File: config.mk
export PLATFORM = sky130hd
export DESIGN_NAME = spiBlock
export DESIGN_NICKNAME = d
export VERILOG_FILES = /design/src/spiBusPkg.sv /design/src/spiRegPkg.sv /design/src/spiBlock.sv /design/src/spiCsr.sv /design/src/spiShifter.sv
export SDC_FILE = /design/constraint.sdc
export NUM_CORES = 1
export LEC_CHECK = 0
export BUFFER_PORTS_ARGS = -buffer_cell sky130_fd_sc_hd__buf_2
export CORE_MARGIN = 2
export CORE_UTILIZATION = 45
export DETAILED_ROUTE_END_ITERATION = 12
export PLACE_DENSITY = 0.67
export RECOVER_POWER = 100
export SLEW_MARGIN = 40
export SYNTH_ARGS = -nofsm -noshare
export SYNTH_HDL_FRONTEND = slang
export SYNTH_HIERARCHICAL = 1
export SYNTH_SLANG_ARGS = --single-unit
File: constraint.sdc
create_clock -name sysClk -period 3.55 [get_ports sysClk]
set_input_delay 0.1775 -clock sysClk [delete_from_list [all_inputs] [get_ports sysClk]]
set_output_delay 0.1775 -clock sysClk [all_outputs]
set_load 0.01 [all_outputs]
File: src/spiBusPkg.sv
// Control bus types
// Address and data words of the on-chip control bus, plus the
// split of an address into block select and register offset

`default_nettype none

package spiBusPkg;

	//----------------------------------------------------------------------
	// Field widths
	//----------------------------------------------------------------------
	localparam int busAdrsW  = 16;		// Full bus address
	localparam int busDataW  = 32;		// Read and write data
	localparam int blockSelW = 8;		// Upper address byte
	localparam int regOfsW   = busAdrsW - blockSelW;	// Lower address byte

	//----------------------------------------------------------------------
	// Bus types
	//----------------------------------------------------------------------
	// Block select in [15:8], register offset in [7:0]
	typedef logic [busAdrsW-1:0]  busAdrs_t;

	typedef logic [busDataW-1:0]  busData_t;	// One bus word

	// Compared against the block's own address
	typedef logic [blockSelW-1:0] blockSel_t;

	// Offset inside a block
	typedef logic [regOfsW-1:0]   regOfs_t;

	// Zero word for misses and write responses
	localparam busData_t busZero = '0;

endpackage

`default_nettype wire

File: src/spiRegPkg.sv
// SPI register map and engine types
// Register offsets and field positions of the SPI master, the byte
// and divider types, and the state encoding of the shift engine

`default_nettype none

package spiRegPkg;

	//----------------------------------------------------------------------
	// Widths and types
	//----------------------------------------------------------------------
	localparam int spiByteW = 8;		// One SPI transfer
	localparam int clkDivW  = 16;		// Divider register

	typedef logic [spiByteW-1:0] spiByte_t;

	// Half period of sck is value + 1 sysClk cycles
	typedef logic [clkDivW-1:0]  clkDiv_t;

	//----------------------------------------------------------------------
	// Register offsets
	//----------------------------------------------------------------------
	localparam logic [7:0] regCtrl   = 8'h00;	// Enable, chip select
	localparam logic [7:0] regDiv    = 8'h04;	// Serial clock divider
	localparam logic [7:0] regTx     = 8'h08;	// Write only, starts transfer
	localparam logic [7:0] regRx     = 8'h0C;	// Read only, last received
	localparam logic [7:0] regStatus = 8'h10;	// Busy, sticky done

	//----------------------------------------------------------------------
	// Bit positions
	//----------------------------------------------------------------------
	localparam int ctrlEnBit   = 0;
	localparam int ctrlCsBit   = 1;		// 1 drives spiCs low
	localparam int statBusyBit = 0;
	localparam int statDoneBit = 1;		// Write 1 to clear

	//----------------------------------------------------------------------
	// Shift engine states
	//----------------------------------------------------------------------
	typedef enum logic [1:0]
	{
		idle    = 2'd0,			// sck low, waiting for start
		sckLow  = 2'd1,			// First half of a bit
		sckHigh = 2'd2			// Second half, miso captured on entry
	} shifterState_t;

endpackage

`default_nettype wire

File: src/spiBlock.sv
// SPI master block
// Register file on the control bus driving a mode 0 byte engine.
// Chip select, serial clock and data pins plus a done interrupt.

`timescale 1ns/1ps
`default_nettype none

module spiBlock
	import spiBusPkg::*;
	import spiRegPkg::*;
#(
	parameter blockSel_t blockAdrs = 8'h03
)(
	input  wire             sysClk,
	input  wire             reset,
	// Control bus
	input  wire             reqValid,
	input  wire             reqWrite,
	input  wire  busAdrs_t  reqAdrs,
	input  wire  busData_t  reqWd,
	output logic            reqReady,
	input  wire             rspReady,
	output logic            rspValid,
	output busData_t        rspRd,
	// SPI pins
	output logic            spiSck,
	output logic            spiMosi,
	input  wire             spiMiso,
	output logic            spiCs,
	output logic            spiIntr
);

	//----------------------------------------------------------------------
	// Register file to engine
	//----------------------------------------------------------------------
	logic     start;
	spiByte_t txData;
	clkDiv_t  clkDiv;
	logic     busy;
	logic     done;
	spiByte_t rxData;

	spiCsr #(
		.blockAdrs (blockAdrs)
	) i_spiCsr (
		.sysClk    (sysClk),
		.reset     (reset),
		.reqValid  (reqValid),
		.reqWrite  (reqWrite),
		.reqAdrs   (reqAdrs),
		.reqWd     (reqWd),
		.reqReady  (reqReady),
		.rspReady  (rspReady),
		.rspValid  (rspValid),
		.rspRd     (rspRd),
		.busy      (busy),
		.done      (done),
		.rxData    (rxData),
		.start     (start),
		.txData    (txData),
		.clkDiv    (clkDiv),
		.spiCs     (spiCs),
		.spiIntr   (spiIntr)
	);

	spiShifter i_spiShifter (
		.sysClk    (sysClk),
		.reset     (reset),
		.start     (start),
		.txData    (txData),
		.clkDiv    (clkDiv),
		.miso      (spiMiso),
		.busy      (busy),
		.done      (done),
		.rxData    (rxData),
		.sck       (spiSck),
		.mosi      (spiMosi)
	);

endmodule

`default_nettype wire

File: src/spiCsr.sv
// SPI master register file
// Bus slave with a one-deep valid/ready request and response handshake.
// Decodes block and offset, holds control, divider and transmit
// registers and the sticky done flag, and issues transfer starts.

`timescale 1ns/1ps
`default_nettype none

module spiCsr
	import spiBusPkg::*;
	import spiRegPkg::*;
#(
	parameter blockSel_t blockAdrs = 8'h03		// Upper address byte of this block
)(
	input  wire              sysClk,
	input  wire              reset,
	// Request channel
	input  wire              reqValid,
	input  wire              reqWrite,
	input  wire  busAdrs_t   reqAdrs,
	input  wire  busData_t   reqWd,
	output logic             reqReady,
	// Response channel
	input  wire              rspReady,
	output logic             rspValid,
	output busData_t         rspRd,
	// Shift engine
	input  wire              busy,
	input  wire              done,			// One-cycle end of byte
	input  wire  spiByte_t   rxData,
	output logic             start,
	output spiByte_t         txData,
	output clkDiv_t          clkDiv,
	// Pins
	output logic             spiCs,			// Active low
	output logic             spiIntr
);

	//----------------------------------------------------------------------
	// Decode
	//----------------------------------------------------------------------
	blockSel_t reqBlock;
	regOfs_t   reqOfs;
	logic      readyEn;		// Low for one cycle out of reset
	logic      accept;
	logic      hit;
	logic      wrHit;		// Accepted write to this block
	logic      txWrite;		// regTx write that may start
	logic      ctrlEn;
	logic      ctrlCs;
	logic      doneFlag;	// Sticky until cleared by write
	busData_t  readData;

	assign reqBlock = reqAdrs[busAdrsW-1 -: blockSelW];
	assign reqOfs   = reqAdrs[regOfsW-1:0];
	assign hit      = (reqBlock == blockAdrs);
	assign reqReady = readyEn & ~rspValid;	// One transaction in flight
	assign accept   = reqValid & reqReady;
	assign wrHit    = accept & reqWrite & hit;

	// Refuse starts the engine could not take
	assign txWrite  = wrHit & (reqOfs == regTx) & ctrlEn & ~busy;

	// Read data from current register contents
	always_comb
	begin
		readData = busZero;
		if (hit)
		begin
			case (reqOfs)
				regCtrl:
				begin
					readData[ctrlEnBit] = ctrlEn;
					readData[ctrlCsBit] = ctrlCs;
				end
				regDiv:    readData[clkDivW-1:0]  = clkDiv;
				regRx:     readData[spiByteW-1:0] = rxData;
				regStatus:
				begin
					readData[statBusyBit] = busy;
					readData[statDoneBit] = doneFlag;
				end
				default:   readData = busZero;		// regTx and holes
			endcase
		end
	end

	//----------------------------------------------------------------------
	// Handshake
	//----------------------------------------------------------------------
	always_ff @(posedge sysClk)
	begin
		if (reset)
		begin
			readyEn  <= 1'b0;
			rspValid <= 1'b0;
		end
		else
		begin
			readyEn <= 1'b1;
			if (accept)
				rspValid <= 1'b1;		// Response one cycle later
			else if (rspReady)
				rspValid <= 1'b0;
		end
	end

	// Captured once, held while waiting on rspReady
	always_ff @(posedge sysClk)
	begin
		if (accept)
			rspRd <= reqWrite ? busZero : readData;
	end

	//----------------------------------------------------------------------
	// Control registers
	//----------------------------------------------------------------------
	always_ff @(posedge sysClk)
	begin
		if (reset)
		begin
			ctrlEn   <= 1'b0;
			ctrlCs   <= 1'b0;
			clkDiv   <= '0;
			doneFlag <= 1'b0;
			start    <= 1'b0;
		end
		else
		begin
			start <= txWrite;		// Pulse in cycle after acceptance
			if (wrHit && reqOfs == regCtrl)
			begin
				ctrlEn <= reqWd[ctrlEnBit];
				ctrlCs <= reqWd[ctrlCsBit];
			end
			if (wrHit && reqOfs == regDiv)
				clkDiv <= reqWd[clkDivW-1:0];
			// Set wins over a clear in the same cycle
			if (done)
				doneFlag <= 1'b1;
			else if (wrHit && reqOfs == regStatus && reqWd[statDoneBit])
				doneFlag <= 1'b0;
		end
	end

	// Byte to send, loaded only with a real start
	always_ff @(posedge sysClk)
	begin
		if (txWrite)
			txData <= reqWd[spiByteW-1:0];
	end

	assign spiCs   = ~ctrlCs;
	assign spiIntr = doneFlag;		// Level interrupt

endmodule

`default_nettype wire

File: src/spiShifter.sv
// SPI mode 0 byte engine
// Clock idles low, miso captured on rising sck, mosi changes on
// falling sck, MSB first. The sck half period is clkDiv+1 cycles.

`timescale 1ns/1ps
`default_nettype none

module spiShifter
	import spiRegPkg::*;
(
	input  wire             sysClk,
	input  wire             reset,
	input  wire             start,		// One-cycle pulse, only while idle
	input  wire  spiByte_t  txData,
	input  wire  clkDiv_t   clkDiv,
	input  wire             miso,
	output logic            busy,
	output logic            done,		// One-cycle pulse at end of byte
	output spiByte_t        rxData,
	output logic            sck,
	output logic            mosi
);

	localparam int bitCntW = $clog2(spiByteW);

	//----------------------------------------------------------------------
	// Engine state
	//----------------------------------------------------------------------
	shifterState_t        state;
	clkDiv_t              halfCnt;		// Cycles into current half period
	clkDiv_t              divLat;		// Divider frozen for the byte
	logic [bitCntW-1:0]   bitCnt;		// Falling edges so far
	spiByte_t             shiftReg;		// Tx bits out at top, rx bits in at bottom
	logic                 misoBit;		// Sample from last rising edge
	logic                 halfEnd;
	logic                 lastBit;

	assign halfEnd = (halfCnt == divLat);
	assign lastBit = (bitCnt == bitCntW'(spiByteW - 1));
	assign mosi    = shiftReg[spiByteW-1];	// MSB first

	always_ff @(posedge sysClk)
	begin
		if (reset)
		begin
			state    <= idle;
			halfCnt  <= '0;
			bitCnt   <= '0;
			shiftReg <= '0;
			rxData   <= '0;
			sck      <= 1'b0;
			busy     <= 1'b0;
			done     <= 1'b0;
		end
		else
		begin
			done <= 1'b0;
			if (done)
				busy <= 1'b0;		// Falls the cycle after done
			case (state)
				idle:
				begin
					sck <= 1'b0;
					if (start)
					begin
						state    <= sckLow;
						halfCnt  <= '0;
						bitCnt   <= '0;
						shiftReg <= txData;	// Bit 7 on mosi right away
						busy     <= 1'b1;
					end
				end

				sckLow:
				begin
					if (halfEnd)
					begin
						state   <= sckHigh;
						halfCnt <= '0;
						sck     <= 1'b1;	// Rising edge
					end
					else
						halfCnt <= halfCnt + 1'b1;
				end

				sckHigh:
				begin
					if (halfEnd)
					begin
						halfCnt <= '0;
						sck     <= 1'b0;	// Falling edge
						bitCnt  <= bitCnt + 1'b1;
						if (lastBit)
						begin
							// Eighth falling edge ends the byte
							state    <= idle;
							rxData   <= {shiftReg[spiByteW-2:0], misoBit};
							shiftReg <= '0;		// mosi idles low
							done     <= 1'b1;
						end
						else
						begin
							state    <= sckLow;
							shiftReg <= {shiftReg[spiByteW-2:0], misoBit};
						end
					end
					else
						halfCnt <= halfCnt + 1'b1;
				end

				default:
				begin
					state <= idle;
					sck   <= 1'b0;
				end
			endcase
		end
	end

	//----------------------------------------------------------------------
	// Capture paths
	//----------------------------------------------------------------------
	// miso taken on the edge that raises sck
	always_ff @(posedge sysClk)
	begin
		if (state == sckLow && halfEnd)
			misoBit <= miso;
	end

	always_ff @(posedge sysClk)
	begin
		if (state == idle && start)
			divLat <= clkDiv;	// Later divider writes wait for next byte
	end

endmodule

`default_nettype wire

# Word level (Yosys, flattened, before mapping)
# Cells that the tools add are included.
dict set report word_totals {
  register_bits 119
  output_inout_bits 38
  inputBits 54
}
dict set report classes {
  muxes 29
  n_eq_ne 12
  reduce_logical 21
  n_addsub 2
  bitwise_logic 14
}
# cell count
set op_table {}
lappend op_table {{2-to-1 mux 16 bit} 2}
lappend op_table {{case mux 16 bit (2 select lines)} 1}
lappend op_table {{2-to-1 mux 8 bit} 3}
lappend op_table {{adder 16 x 1 -> 16 bit (second input constant)} 1}
lappend op_table {{== test 16 bit} 1}
lappend op_table {{== test 8 x 4 -> 1 bit (second input constant)} 2}
lappend op_table {{case mux 8 bit (2 select lines)} 1}
lappend op_table {{2-to-1 mux 1 bit} 12}
lappend op_table {{case mux 6 bit (2 select lines)} 1}
lappend op_table {{AND reduction 3 bit} 3}
lappend op_table {{== test 8 x 2 -> 1 bit (second input constant)} 1}
lappend op_table {{== test 8 x 3 -> 1 bit (second input constant)} 1}
lappend op_table {{== test 8 x 5 -> 1 bit (second input constant)} 1}
lappend op_table {{logical NOT 8 bit} 1}
lappend op_table {{case mux 2 bit (4 select lines)} 1}
lappend op_table {{nonzero test 2 bit} 4}
lappend op_table {{AND 1 bit} 7}
lappend op_table {{inverter 1 bit} 7}
lappend op_table {{logical AND 1 bit} 6}
lappend op_table {{2-to-1 mux 2 bit} 3}
lappend op_table {{2-to-1 mux 3 bit} 2}
lappend op_table {{case mux 2 bit (3 select lines)} 1}
lappend op_table {{case mux 3 bit (2 select lines)} 1}
lappend op_table {{OR reduction 3 bit} 2}
lappend op_table {{10 further kinds} 13}

# Longest topological paths before layout
# Gate-level depths: netlist (run 1).
dict set report logic_depth {
  word_depth 9
  mapped_depth 8
  depth_no_buf 7
}

# By module
# Netlist (run 1), hierarchy kept.
# mod instances area_per_inst_um2 cells_each
set modules_own_cells {}
lappend modules_own_cells {spiShifter 1 2690.1 267}
lappend modules_own_cells {spiCsr 1 2047.0 188}

# Worst setup path after synthesis (run 1)
# OpenSTA, ideal clock, no wires.
dict set report synth_timing {
  path_kind {flip-flop to flip-flop}
  startpoint {register i_spiCsr.rspValid}
  endpoint {register i_spiCsr.txData[0], enable pin}
  required_ns 3.153
  path_slack_ns 1.255
  path_stages_with_launch 5
  synth_period_minus_slack_ns 2.295
  arrival_time_ns 1.898
  path_cell_list {dfxtp_1 > and3b_1 > clkbuf_2 > nand4b_1 > nor4_1}
}
dict set report synth_between {
  elab_chain_cells 8
}
# item line
set synth_lines {}
lappend synth_lines {{from (decl)} spiCsr.sv:25} ;# output logic rspValid,
lappend synth_lines {{from (signal assigned)} spiCsr.sv:96} ;# rspValid <= 1'b0;
lappend synth_lines {{from (signal assigned)} spiCsr.sv:102} ;# rspValid <= 1'b1;
lappend synth_lines {{from (signal assigned)} spiCsr.sv:104} ;# rspValid <= 1'b0;
lappend synth_lines {{inverter 1 bit} spiCsr.sv:57} ;# assign reqReady = readyEn & ~rspValid;
lappend synth_lines {{AND 1 bit} spiCsr.sv:57}
lappend synth_lines {{AND 1 bit} spiCsr.sv:58} ;# assign accept = reqValid & reqReady;
lappend synth_lines {{net i_spiCsr.accept} spiCsr.sv:45} ;# logic accept;
lappend synth_lines {{AND 1 bit (2 in series)} spiCsr.sv:59} ;# assign wrHit = accept & reqWrite & hit;
lappend synth_lines {{AND 1 bit (3 in series)} spiCsr.sv:62} ;# assign txWrite = wrHit & (reqOfs == regTx) & ctrlEn & ~busy;
lappend synth_lines {{net i_spiCsr.txWrite} spiCsr.sv:48} ;# logic txWrite;
lappend synth_lines {{to (signal assigned)} spiCsr.sv:150} ;# txData <= reqWd[spiByteW-1:0];
lappend synth_lines {{to (decl)} spiCsr.sv:32} ;# output spiByte_t txData,
# The timed path passes the listed nets, and every way through them passes these cells.
# A chain may end at the register's enable or synchronous reset.

# Worst setup path after layout (run 1)
dict set report layout_timing {
  startpoint {register i_spiShifter.halfCnt[8]}
  endpoint {register i_spiShifter.halfCnt[15]}
}
dict set report layout_between {
  elab_chain_cells 3
  elab_cells_between_ends 4
  classes_between {add/sub (1); eq/ne (1); mux (2)}
}
# item line
set layout_lines {}
lappend layout_lines {{from (decl)} spiShifter.sv:30} ;# clkDiv_t halfCnt;
lappend layout_lines {{from (signal assigned)} spiShifter.sv:83} ;# halfCnt <= halfCnt + 1'b1;
lappend layout_lines {{from (signal assigned)} spiShifter.sv:108} ;# halfCnt <= halfCnt + 1'b1;
lappend layout_lines {{adder 16 x 1 -> 16 bit / == test 16 bit (equally long branches)} {spiShifter.sv:83, spiShifter.sv:108, spiShifter.sv:38}}
lappend layout_lines {{2-to-1 mux 16 bit (*)} {spiShifter.sv:76, spiShifter.sv:88}}
lappend layout_lines {{case mux 16 bit (2 select lines) (*)} spiShifter.sv:60} ;# case (state)
# Mark *: on every way between the ends. The rest lies on a longest branch, timed or not.

==> results of run 1 <==
[cells in the final DEF, fill, tap and decap left out, types with 8 or more instances in the layout]
master / netlist / final
a21oi_1: 34 / 34
dfxtp_1: 62 / 62
buf_2: 6 / 29
nand4_1: 29 / 29
and2_0: 0 / 10
nand2_1: 12 / 12
nor3_1: 8 / 8
nand3_1: 24 / 24
conb_1: 1 / 16
o21ai_0: 36 / 36
a31oi_1: 8 / 8
xor2_1: 17 / 17
a22oi_1: 10 / 10
inv_1: 13 / 13
clkbuf_1: 10 / 33
clkbuf_8: 0 / 9
nor2_1: 26 / 26
edfxtp_1: 41 / 41
xnor2_1: 11 / 11
[sequential cells by signal (all words and copies together) (netlist names)]
register / cells
i_spiCsr/clkDiv: 16
i_spiCsr/ctrlCs: 1
i_spiCsr/ctrlEn: 1
i_spiCsr/readyEn: 1
i_spiCsr/rspRd: 16
i_spiCsr/rspValid: 1
i_spiCsr/spiIntr: 1
i_spiCsr/start: 1
i_spiCsr/txData: 8
i_spiShifter/bitCnt: 3
i_spiShifter/busy: 1
i_spiShifter/divLat: 16
i_spiShifter/done: 1
i_spiShifter/halfCnt: 16
i_spiShifter/misoBit: 1
i_spiShifter/rxData: 8
i_spiShifter/sck: 1
i_spiShifter/shiftReg: 8
i_spiShifter/state: 2
[cells in the mapped netlist, types with 7 or more instances]
| library cell | instances |
|---|---|
| clkbuf_1 | 10 |
| ha_1 | 7 |
| xnor2_1 | 11 |
| a21oi_1 | 34 |
| o21ai_0 | 36 |
| nor3_1 | 8 |
| a22oi_1 | 10 |
| nand3_1 | 24 |
| dfxtp_1 | 62 |
| inv_1 | 13 |
| buf_4 | 21 |
| and2_1 | 14 |
| xor2_1 | 17 |
| a31oi_1 | 8 |
| nand4_1 | 29 |
| nor2_1 | 26 |
| nand2_1 | 12 |
| edfxtp_1 | 41 |
[power groups by stage]
stage / Combinational [mW] / Clock, mW / Sequential (mW)
after floorplan: 0.285 / 0 / 1.34
after global placement: 0.374 / 0 / 1.35
after detailed placement: 0.388 / 0 / 1.35
after CTS: 0.391 / 0.697 / 1.32
after global routing: 0.433 / 0.749 / 1.33
final: 0.385 / 0.685 / 1.33
[logic make-up after synthesis]
| kind of cell | Yosys count |
|---|---|
| AOI/OAI and AO/OA | 104 |
| xor gates and xnor gates | 28 |
| adders and majority gates | 7 |
| buffers and inverters | 57 |
| DFF | 103 |
| muxes | 4 |
| other | 1 |
| and+or+nand+nor | 151 |
[path summary, 6_finish.rpt]
check                                          endpoint  cells after the start
hold reg to reg           i_spiCsr/spiIntr$_SDFFE_PP0P_                      2
setup / recovery  i_spiShifter/halfCnt[15]$_SDFFE_PP0P_                      5
hold / removal         i_spiCsr/clkDiv[14]$_SDFFE_PP0P_                      3
setup reg to reg  i_spiShifter/halfCnt[15]$_SDFFE_PP0P_                      5
[stage by stage]
| stage | std cells | setup slack, ns | total power [mW] | hold slack [ns] |
|---|---|---|---|---|
| after global routing | 645 | 0.5851 | 2.515 | 0.04621 |
| final | 645 | 0.8784 | 2.396 | 0.04826 |
| after global placement | 626 | 1.262 | 1.719 | 0.3570 |
| after detailed placement | 626 | 1.206 | 1.735 | 0.3563 |
| after floorplan | 470 | 1.255 | 1.625 | 0.2455 |
| after CTS | 645 | 1.188 | 2.410 | 0.007172 |
[layer usage]
metal,part of all wire [%],wire length [µm]
met1,45,4767
met2,47,4922
met3,5.1,539
met4,2.4,250
met5,0,0
[worst max-delay path: stages, from the launching register on]
cell     delay [ns]
dfxtp_1        0.38
xor2_1         0.18
nor4_1         0.60
a41oi_1        0.37
o21ai_1        0.88
nor2_1         0.12
[area by class of cell]
class | count | area, µm² | area share, %
clock buffer | 9 | 123.9 | 2.410
clock inverter | 7 | 53.80 | 1.047
inverter | 13 | 48.80 | 0.9494
multi-input combinational | 310 | 1957 | 38.07
sequential | 103 | 2472 | 48.10
tap | 136 | 170.2 | 3.311
timing repair buffer | 67 | 314.1 | 6.110
==> results by group, run 1 <==
Worst setup path
  • Arr. time, crit path: 2.89 ns
  • CP Launch Type: register
  • FF-to-FF Start: i_spiShifter/halfCnt[8]$_SDFFE_PP0P_
  • CP Launch Point: i_spiShifter/halfCnt[8]$_SDFFE_PP0P_
  • WS Path Type: register to register
  • Crit. End Element: register
  • CP max FO: 14
  • Worst endpoint required time: 3.77 ns
  • R2R setup slack: 0.88 ns

STA
  • Peak Freq: 374.3 MHz
  • TNS Setup: 0 ns
  • Least-Margin Pin Slew: 1.982 ns
  • Final period util: 75.26%
  • Max Slew Vio Count: 44
  • Clock skew: 0.01222 ns
  • RSZ-0062 raised after global routing: no
  • Final Hold Viols: 0
  • Final min period: 2.672 ns
  • Setup Viol. Count Final: 0
  • Rel. slew slack: -32.13%

Global route
  • Met3 Use GR: 2.736%
  • Initial antenna violation count: 0
  • Largest net degree at the start of global routing: 44
  • Global route total overflow: 0
  • Tot GR Track Use: 19.15%
  • First-pass GRT wire length: 16.94 mm
  • Number of global-route vias before repair: 3,356
  • GRT met2 Usage: 29.85%
  • Grt met1 use: 26.13%
  • GRT busiest layer: met2

CTS
  • Clk root buf: clkbuf_8
  • H-tree levels: 3
  • Post-CTS Setup Repair Bufs: 0
  • Post-cts sizing count: 0
  • Clk buf depth: 2
  • CTS sink cnt: 103
  • Clk slew on worst S/H paths: 0.11 ns
  • Worst-Skew Late Latency: 0.38 ns
  • Post-CTS Hold Fix Bufs: 3
  • CTS tree: built
  • Num CTS Buffers: 9

Synthesis
  • Cell Area, Synth: 4737 µm²
  • Synth Area in XOR/XNOR: 5.177%
  • Synth async-reset ratio: 0%
  • Flop and latch count out of synthesis: 103
  • Syn_area_per_cell: 10.41 µm²
  • Portion of netlist area occupied by mux cells: 0.8452%
  • Post-synth top area share: 26.20%
  • Adder-cell share of the synthesized area: 1.849%
  • Ys flop type: dfxtp_1
  • Top post-synthesis cells by area: dfxtp_1 (26%), edfxtp_1 (26%), nand4_1 (3.8%)
  • Cells after synthesis: 455
  • EDFF count, synth: 41
  • Main combinational cell family by area after synthesis: simple AND/OR/NAND/NOR gates
  • Synth area leader: dfxtp_1
  • Netlist cell types: 55
  • Simple-gate share of the synthesized area: 19.86%
  • Synth Area in Compound Gates: 12.92%
  • Post-synthesis sequential area ratio: 52.19%
  • Yosys warnings: 6

Min path
  • Hold WC Path Type: primary input to register
  • Hold Crit Start: reqWd[14]

Finish
  • Fin area: 5140 µm²
  • Antenna Cells: 0
  • NumNets Final: 565
  • FILL cells: 976
  • Area Overhead vs Synth: 8.505%
  • Final Util: 50.01%
  • Fraction of layout cells with a size suffix above 1: 11.98%

Floorplan
  • Core region area: 10,280 µm²
  • Ports: 92
  • Die Y: 106.6 µm
  • Die Span X: 106.6 µm
  • Starting density of the core: 46.09%
  • Row count: 37
  • Die footprint: 11,360 µm²

Detailed routing
  • 1st-iter DRT viols: 261
  • DR WL/cell: 16.25 µm
  • Via density: 5.589
  • Total Wirelength: 10.48 mm
  • Remaining DRCs: 0
  • DRT Pass-1 Iters: 6
  • Vias: 3,605
  • Post-route ant nets: 0

Power
  • Clock share of power: 28.6%
  • Sw Share: 30.59%
  • Lkg Pwr: 1.668 nW
  • Worst VDD drop: 0.2007 mV
  • Seq pwr share: 55.3%
  • Power Dens Cells: 466.1 nW/µm²
  • P_int: 1.663 mW
  • Sw Pwr: 733.0 µW
  • Combinational share of power: 16.1%

Run
  • Max Cap Violations: 1

Status
  • Failing checks: capacitance limit, slew limit
  • Status: complete, but fails checks

Place
  • Placed cell area: 5010 µm²
  • Post-DP HPWL: 7.287 mm
  • RePlAce Congestion: 0.8713
  • IO Port Bufs: 59
Power figures use the tool's default switching activity.
==> run 2: changes to the inputs <==
==> constraint.sdc (replaced) <==
create_clock -name sysClk -period 2.6 [get_ports sysClk]
set_input_delay 0.13 -clock sysClk [delete_from_list [all_inputs] [get_ports sysClk]]
set_output_delay 0.13 -clock sysClk [all_outputs]
set_load 0.01 [all_outputs]
==> run 2 against run 1 <==
Largest cell class unchanged. Count of clock-buffer cells in the layout up 1. Cell area up 2.3%. First-iteration DRC count down 18%. Flip-flop and latch count unchanged. Critical endpoint is now i_spiShifter/halfCnt[10]$_SDFFE_PP0P_. Global-route usage down 0.30 points. The run now ends clean.
==> results by group, run 2 (same netlist as run 1, synthesis figures left out) <==
Power
  • Power Dens Cells: 651.2 nW/µm² (was 466.1 nW/µm²)
  • Lkg Pwr: 1.735 nW (was 1.668 nW)
  • Worst VDD drop: 0.2291 mV (was 0.2007 mV)

Finish
  • Fin area: 5256 µm² (was 5140 µm²)
  • Most frequent cells in the layout: dfxtp_1 (62), edfxtp_1 (41), o21ai_0 (36) (unchanged)
  • Area Overhead vs Synth: 10.96% (was 8.505%)
  • Antenna Cells: 0 (unchanged)
  • Fraction of layout cells with a size suffix above 1: 12.52% (was 11.98%)
  • NumNets Final: 575 (was 565)
  • Final non-filler cell total: 655 (was 645)
  • Most common cell after layout, fill and taps aside: dfxtp_1 (unchanged)
  • FILL cells: 972 (was 976)

Global route
  • Global route total overflow: 0 (unchanged)
  • Initial antenna violation count: 0 (unchanged)
  • Number of global-route vias before repair: 3,454 (was 3,356)
  • First-pass GRT wire length: 16.97 mm (was 16.94 mm)
  • Largest net degree at the start of global routing: 28 (was 44)
  • Tot GR Track Use: 18.85% (was 19.15%)

STA
  • Final Hold Viols: 0 (unchanged)
  • Setup Viol. Count Final: 0 (unchanged)
  • Peak Freq: 434.7 MHz (was 374.3 MHz)
  • Hold Worst Slack: 0.01824 ns (was 0.04826 ns)
  • RSZ-0062 raised after global routing: no (unchanged)
  • Clock skew: 0.009467 ns (was 0.01222 ns)
  • Final min period: 2.300 ns (was 2.672 ns)
  • Final period util: 88.47% (was 75.26%)
  • Least-Margin Pin Slew: 1.183 ns (was 1.982 ns)
  • Rel. slew slack: 21.13% (was -32.13%)
  • TNS Setup: 0 ns (unchanged)
  • Max Slew Vio Count: 0 (was 44)

Detailed routing
  • Total Wirelength: 10.34 mm (was 10.48 mm)
  • Vias: 3,607 (was 3,605)
  • Met2 WL: 4.908 mm (was 4.922 mm)
  • Highest metal used: met4 (unchanged)
  • Met3 wire length: 534 µm (was 539 µm)
  • Post-route ant nets: 0 (unchanged)
  • DR WL/cell: 15.79 µm (was 16.25 µm)
  • Met1 WL: 4.703 mm (was 4.767 mm)
  • Remaining DRCs: 0 (unchanged)
  • 1st-iter DRT viols: 213 (was 261)
  • DRT Pass-1 Iters: 5 (was 6)
  • Via density: 5.507 (was 5.589)

Status
  • Status: finished clean (was complete, but fails checks)

Min path
  • Hold WC Path Type: primary input to register (unchanged)
  • Hold Crit Start: reqWd[12] (was reqWd[14])

Worst setup path
  • CP Launch Point: i_spiShifter/state[0]$_SDFFE_PP0P_ (was i_spiShifter/halfCnt[8]$_SDFFE_PP0P_)
  • WS Path Type: register to register (unchanged)
  • CP max FO: 7 (was 14)
  • FF-to-FF Start: i_spiShifter/state[0]$_SDFFE_PP0P_ (was i_spiShifter/halfCnt[8]$_SDFFE_PP0P_)
  • R2R setup slack: 0.30 ns (was 0.88 ns)
  • Arr. time, crit path: 2.60 ns (was 2.89 ns)
  • Crit. End Element: register (unchanged)
  • Worst endpoint required time: 2.90 ns (was 3.77 ns)
  • R2R Path End: i_spiShifter/halfCnt[10]$_SDFFE_PP0P_ (was i_spiShifter/halfCnt[15]$_SDFFE_PP0P_)
  • CP Launch Type: register (unchanged)
  • Critical Path Sink: i_spiShifter/halfCnt[10]$_SDFFE_PP0P_ (was i_spiShifter/halfCnt[15]$_SDFFE_PP0P_)
  • FF-to-FF path depth: 7 (was 5)

Place
  • Post-DP HPWL: 7.402 mm (was 7.287 mm)
  • RePlAce Congestion: 0.8519 (was 0.8713)
  • Placed cell area: 5047 µm² (was 5010 µm²)
  • Dpl cells: 631 (was 626)
  • IO Port Bufs: 59 (unchanged)

Floorplan
  • Core region area: 10,280 µm² (unchanged)
  • Die Span X: 106.6 µm (unchanged)
  • Row count: 37 (unchanged)
  • Ports: 92 (unchanged)
  • Die Y: 106.6 µm (unchanged)
  • Starting density of the core: 46.09% (unchanged)
  • Die footprint: 11,360 µm² (unchanged)

CTS
  • Clk slew on worst S/H paths: 0.09 ns (was 0.11 ns)
  • CTS sink cnt: 103 (unchanged)
  • Clk root buf: clkbuf_8 (unchanged)
  • Post-CTS Setup Repair Bufs: 0 (unchanged)
  • CTS tree: built (unchanged)
  • Worst-Skew Late Latency: 0.37 ns (was 0.38 ns)
  • Clk buf depth: 2 (unchanged)
  • H-tree levels: 3 (unchanged)
  • Num CTS Buffers: 9 (unchanged)

Run
  • Max Cap Violations: 0 (was 1)
==> run 2: layout make-up <==
cell class,count,area [µm²],share of cell area [%]
flip-flops and latches,103,2472,47.04
multi-input cells,310,1961,37.30
repair buffers,77,392.9,7.474
well taps,136,170.2,3.237
clock buffers,10,127.6,2.428
clock inverters,6,83.83,1.595
inverters,13,48.80,0.9284
==> run 2: critical path: stages (launching register included) <==
cell	delay (ns)
dfxtp_1	0.40
inv_1	0.09
ha_1	0.26
and2b_4	0.22
or4b_1	0.67
nor4b_1	0.33
o21ai_1	0.13
a21oi_2	0.16
==> run 2: report_power, final <==
group,total [mW],leakage [nW],internal [mW],switching [mW]
sequential,1.81,0.850,1.74,0.0692
combinational,0.539,0.775,0.181,0.358
clock,1.08,0.110,0.541,0.535
total,3.42,1.74,2.46,0.962
==> run 2: how the worst min path moves through the flow <==
| stage | cells after the start | to |
|---|---|---|
| 3_3_place_gp | 1 | i_spiShifter/misoBit$_DFFE_PP_ |
| 4_1_cts | 1 | i_spiCsr/txData[1]$_DFFE_PP_ |
| 5_1_grt | 3 | i_spiCsr/clkDiv[10]$_SDFFE_PP0P_ |
| 3_5_place_dp | 1 | i_spiShifter/misoBit$_DFFE_PP_ |
| 6_report | 3 | i_spiCsr/clkDiv[12]$_SDFFE_PP0P_ |
| 2_1_floorplan | 1 | i_spiCsr/readyEn$_DFF_P_ |
==> run 2: routing by layer <==
metal  global-route usage [%]  vias up
met5                        0        -
met4                    8.442        0
met3                    2.614       13
met2                    30.76      125
met1                    25.03     1715
li1                         -     1754
==> run 2: stage by stage <==
stage	setup WS, ns	power, mW	utilization (%)
2_1_floorplan	0.3050	2.219	-
3_3_place_gp	0.4028	2.357	49.11
3_5_place_dp	0.3668	2.374	49.11
4_1_cts	0.3346	3.449	51.95
5_1_grt	0.1955	3.575	51.14
6_report	0.2998	3.423	51.14
==> run 2: repair_timing <==
| action | in CTS | in global routing |
|---|---|---|
| hold endpoints to repair | 8 | 0 |
| hold buffers | 8 | 0 |
| resized for setup | 0 | 0 |
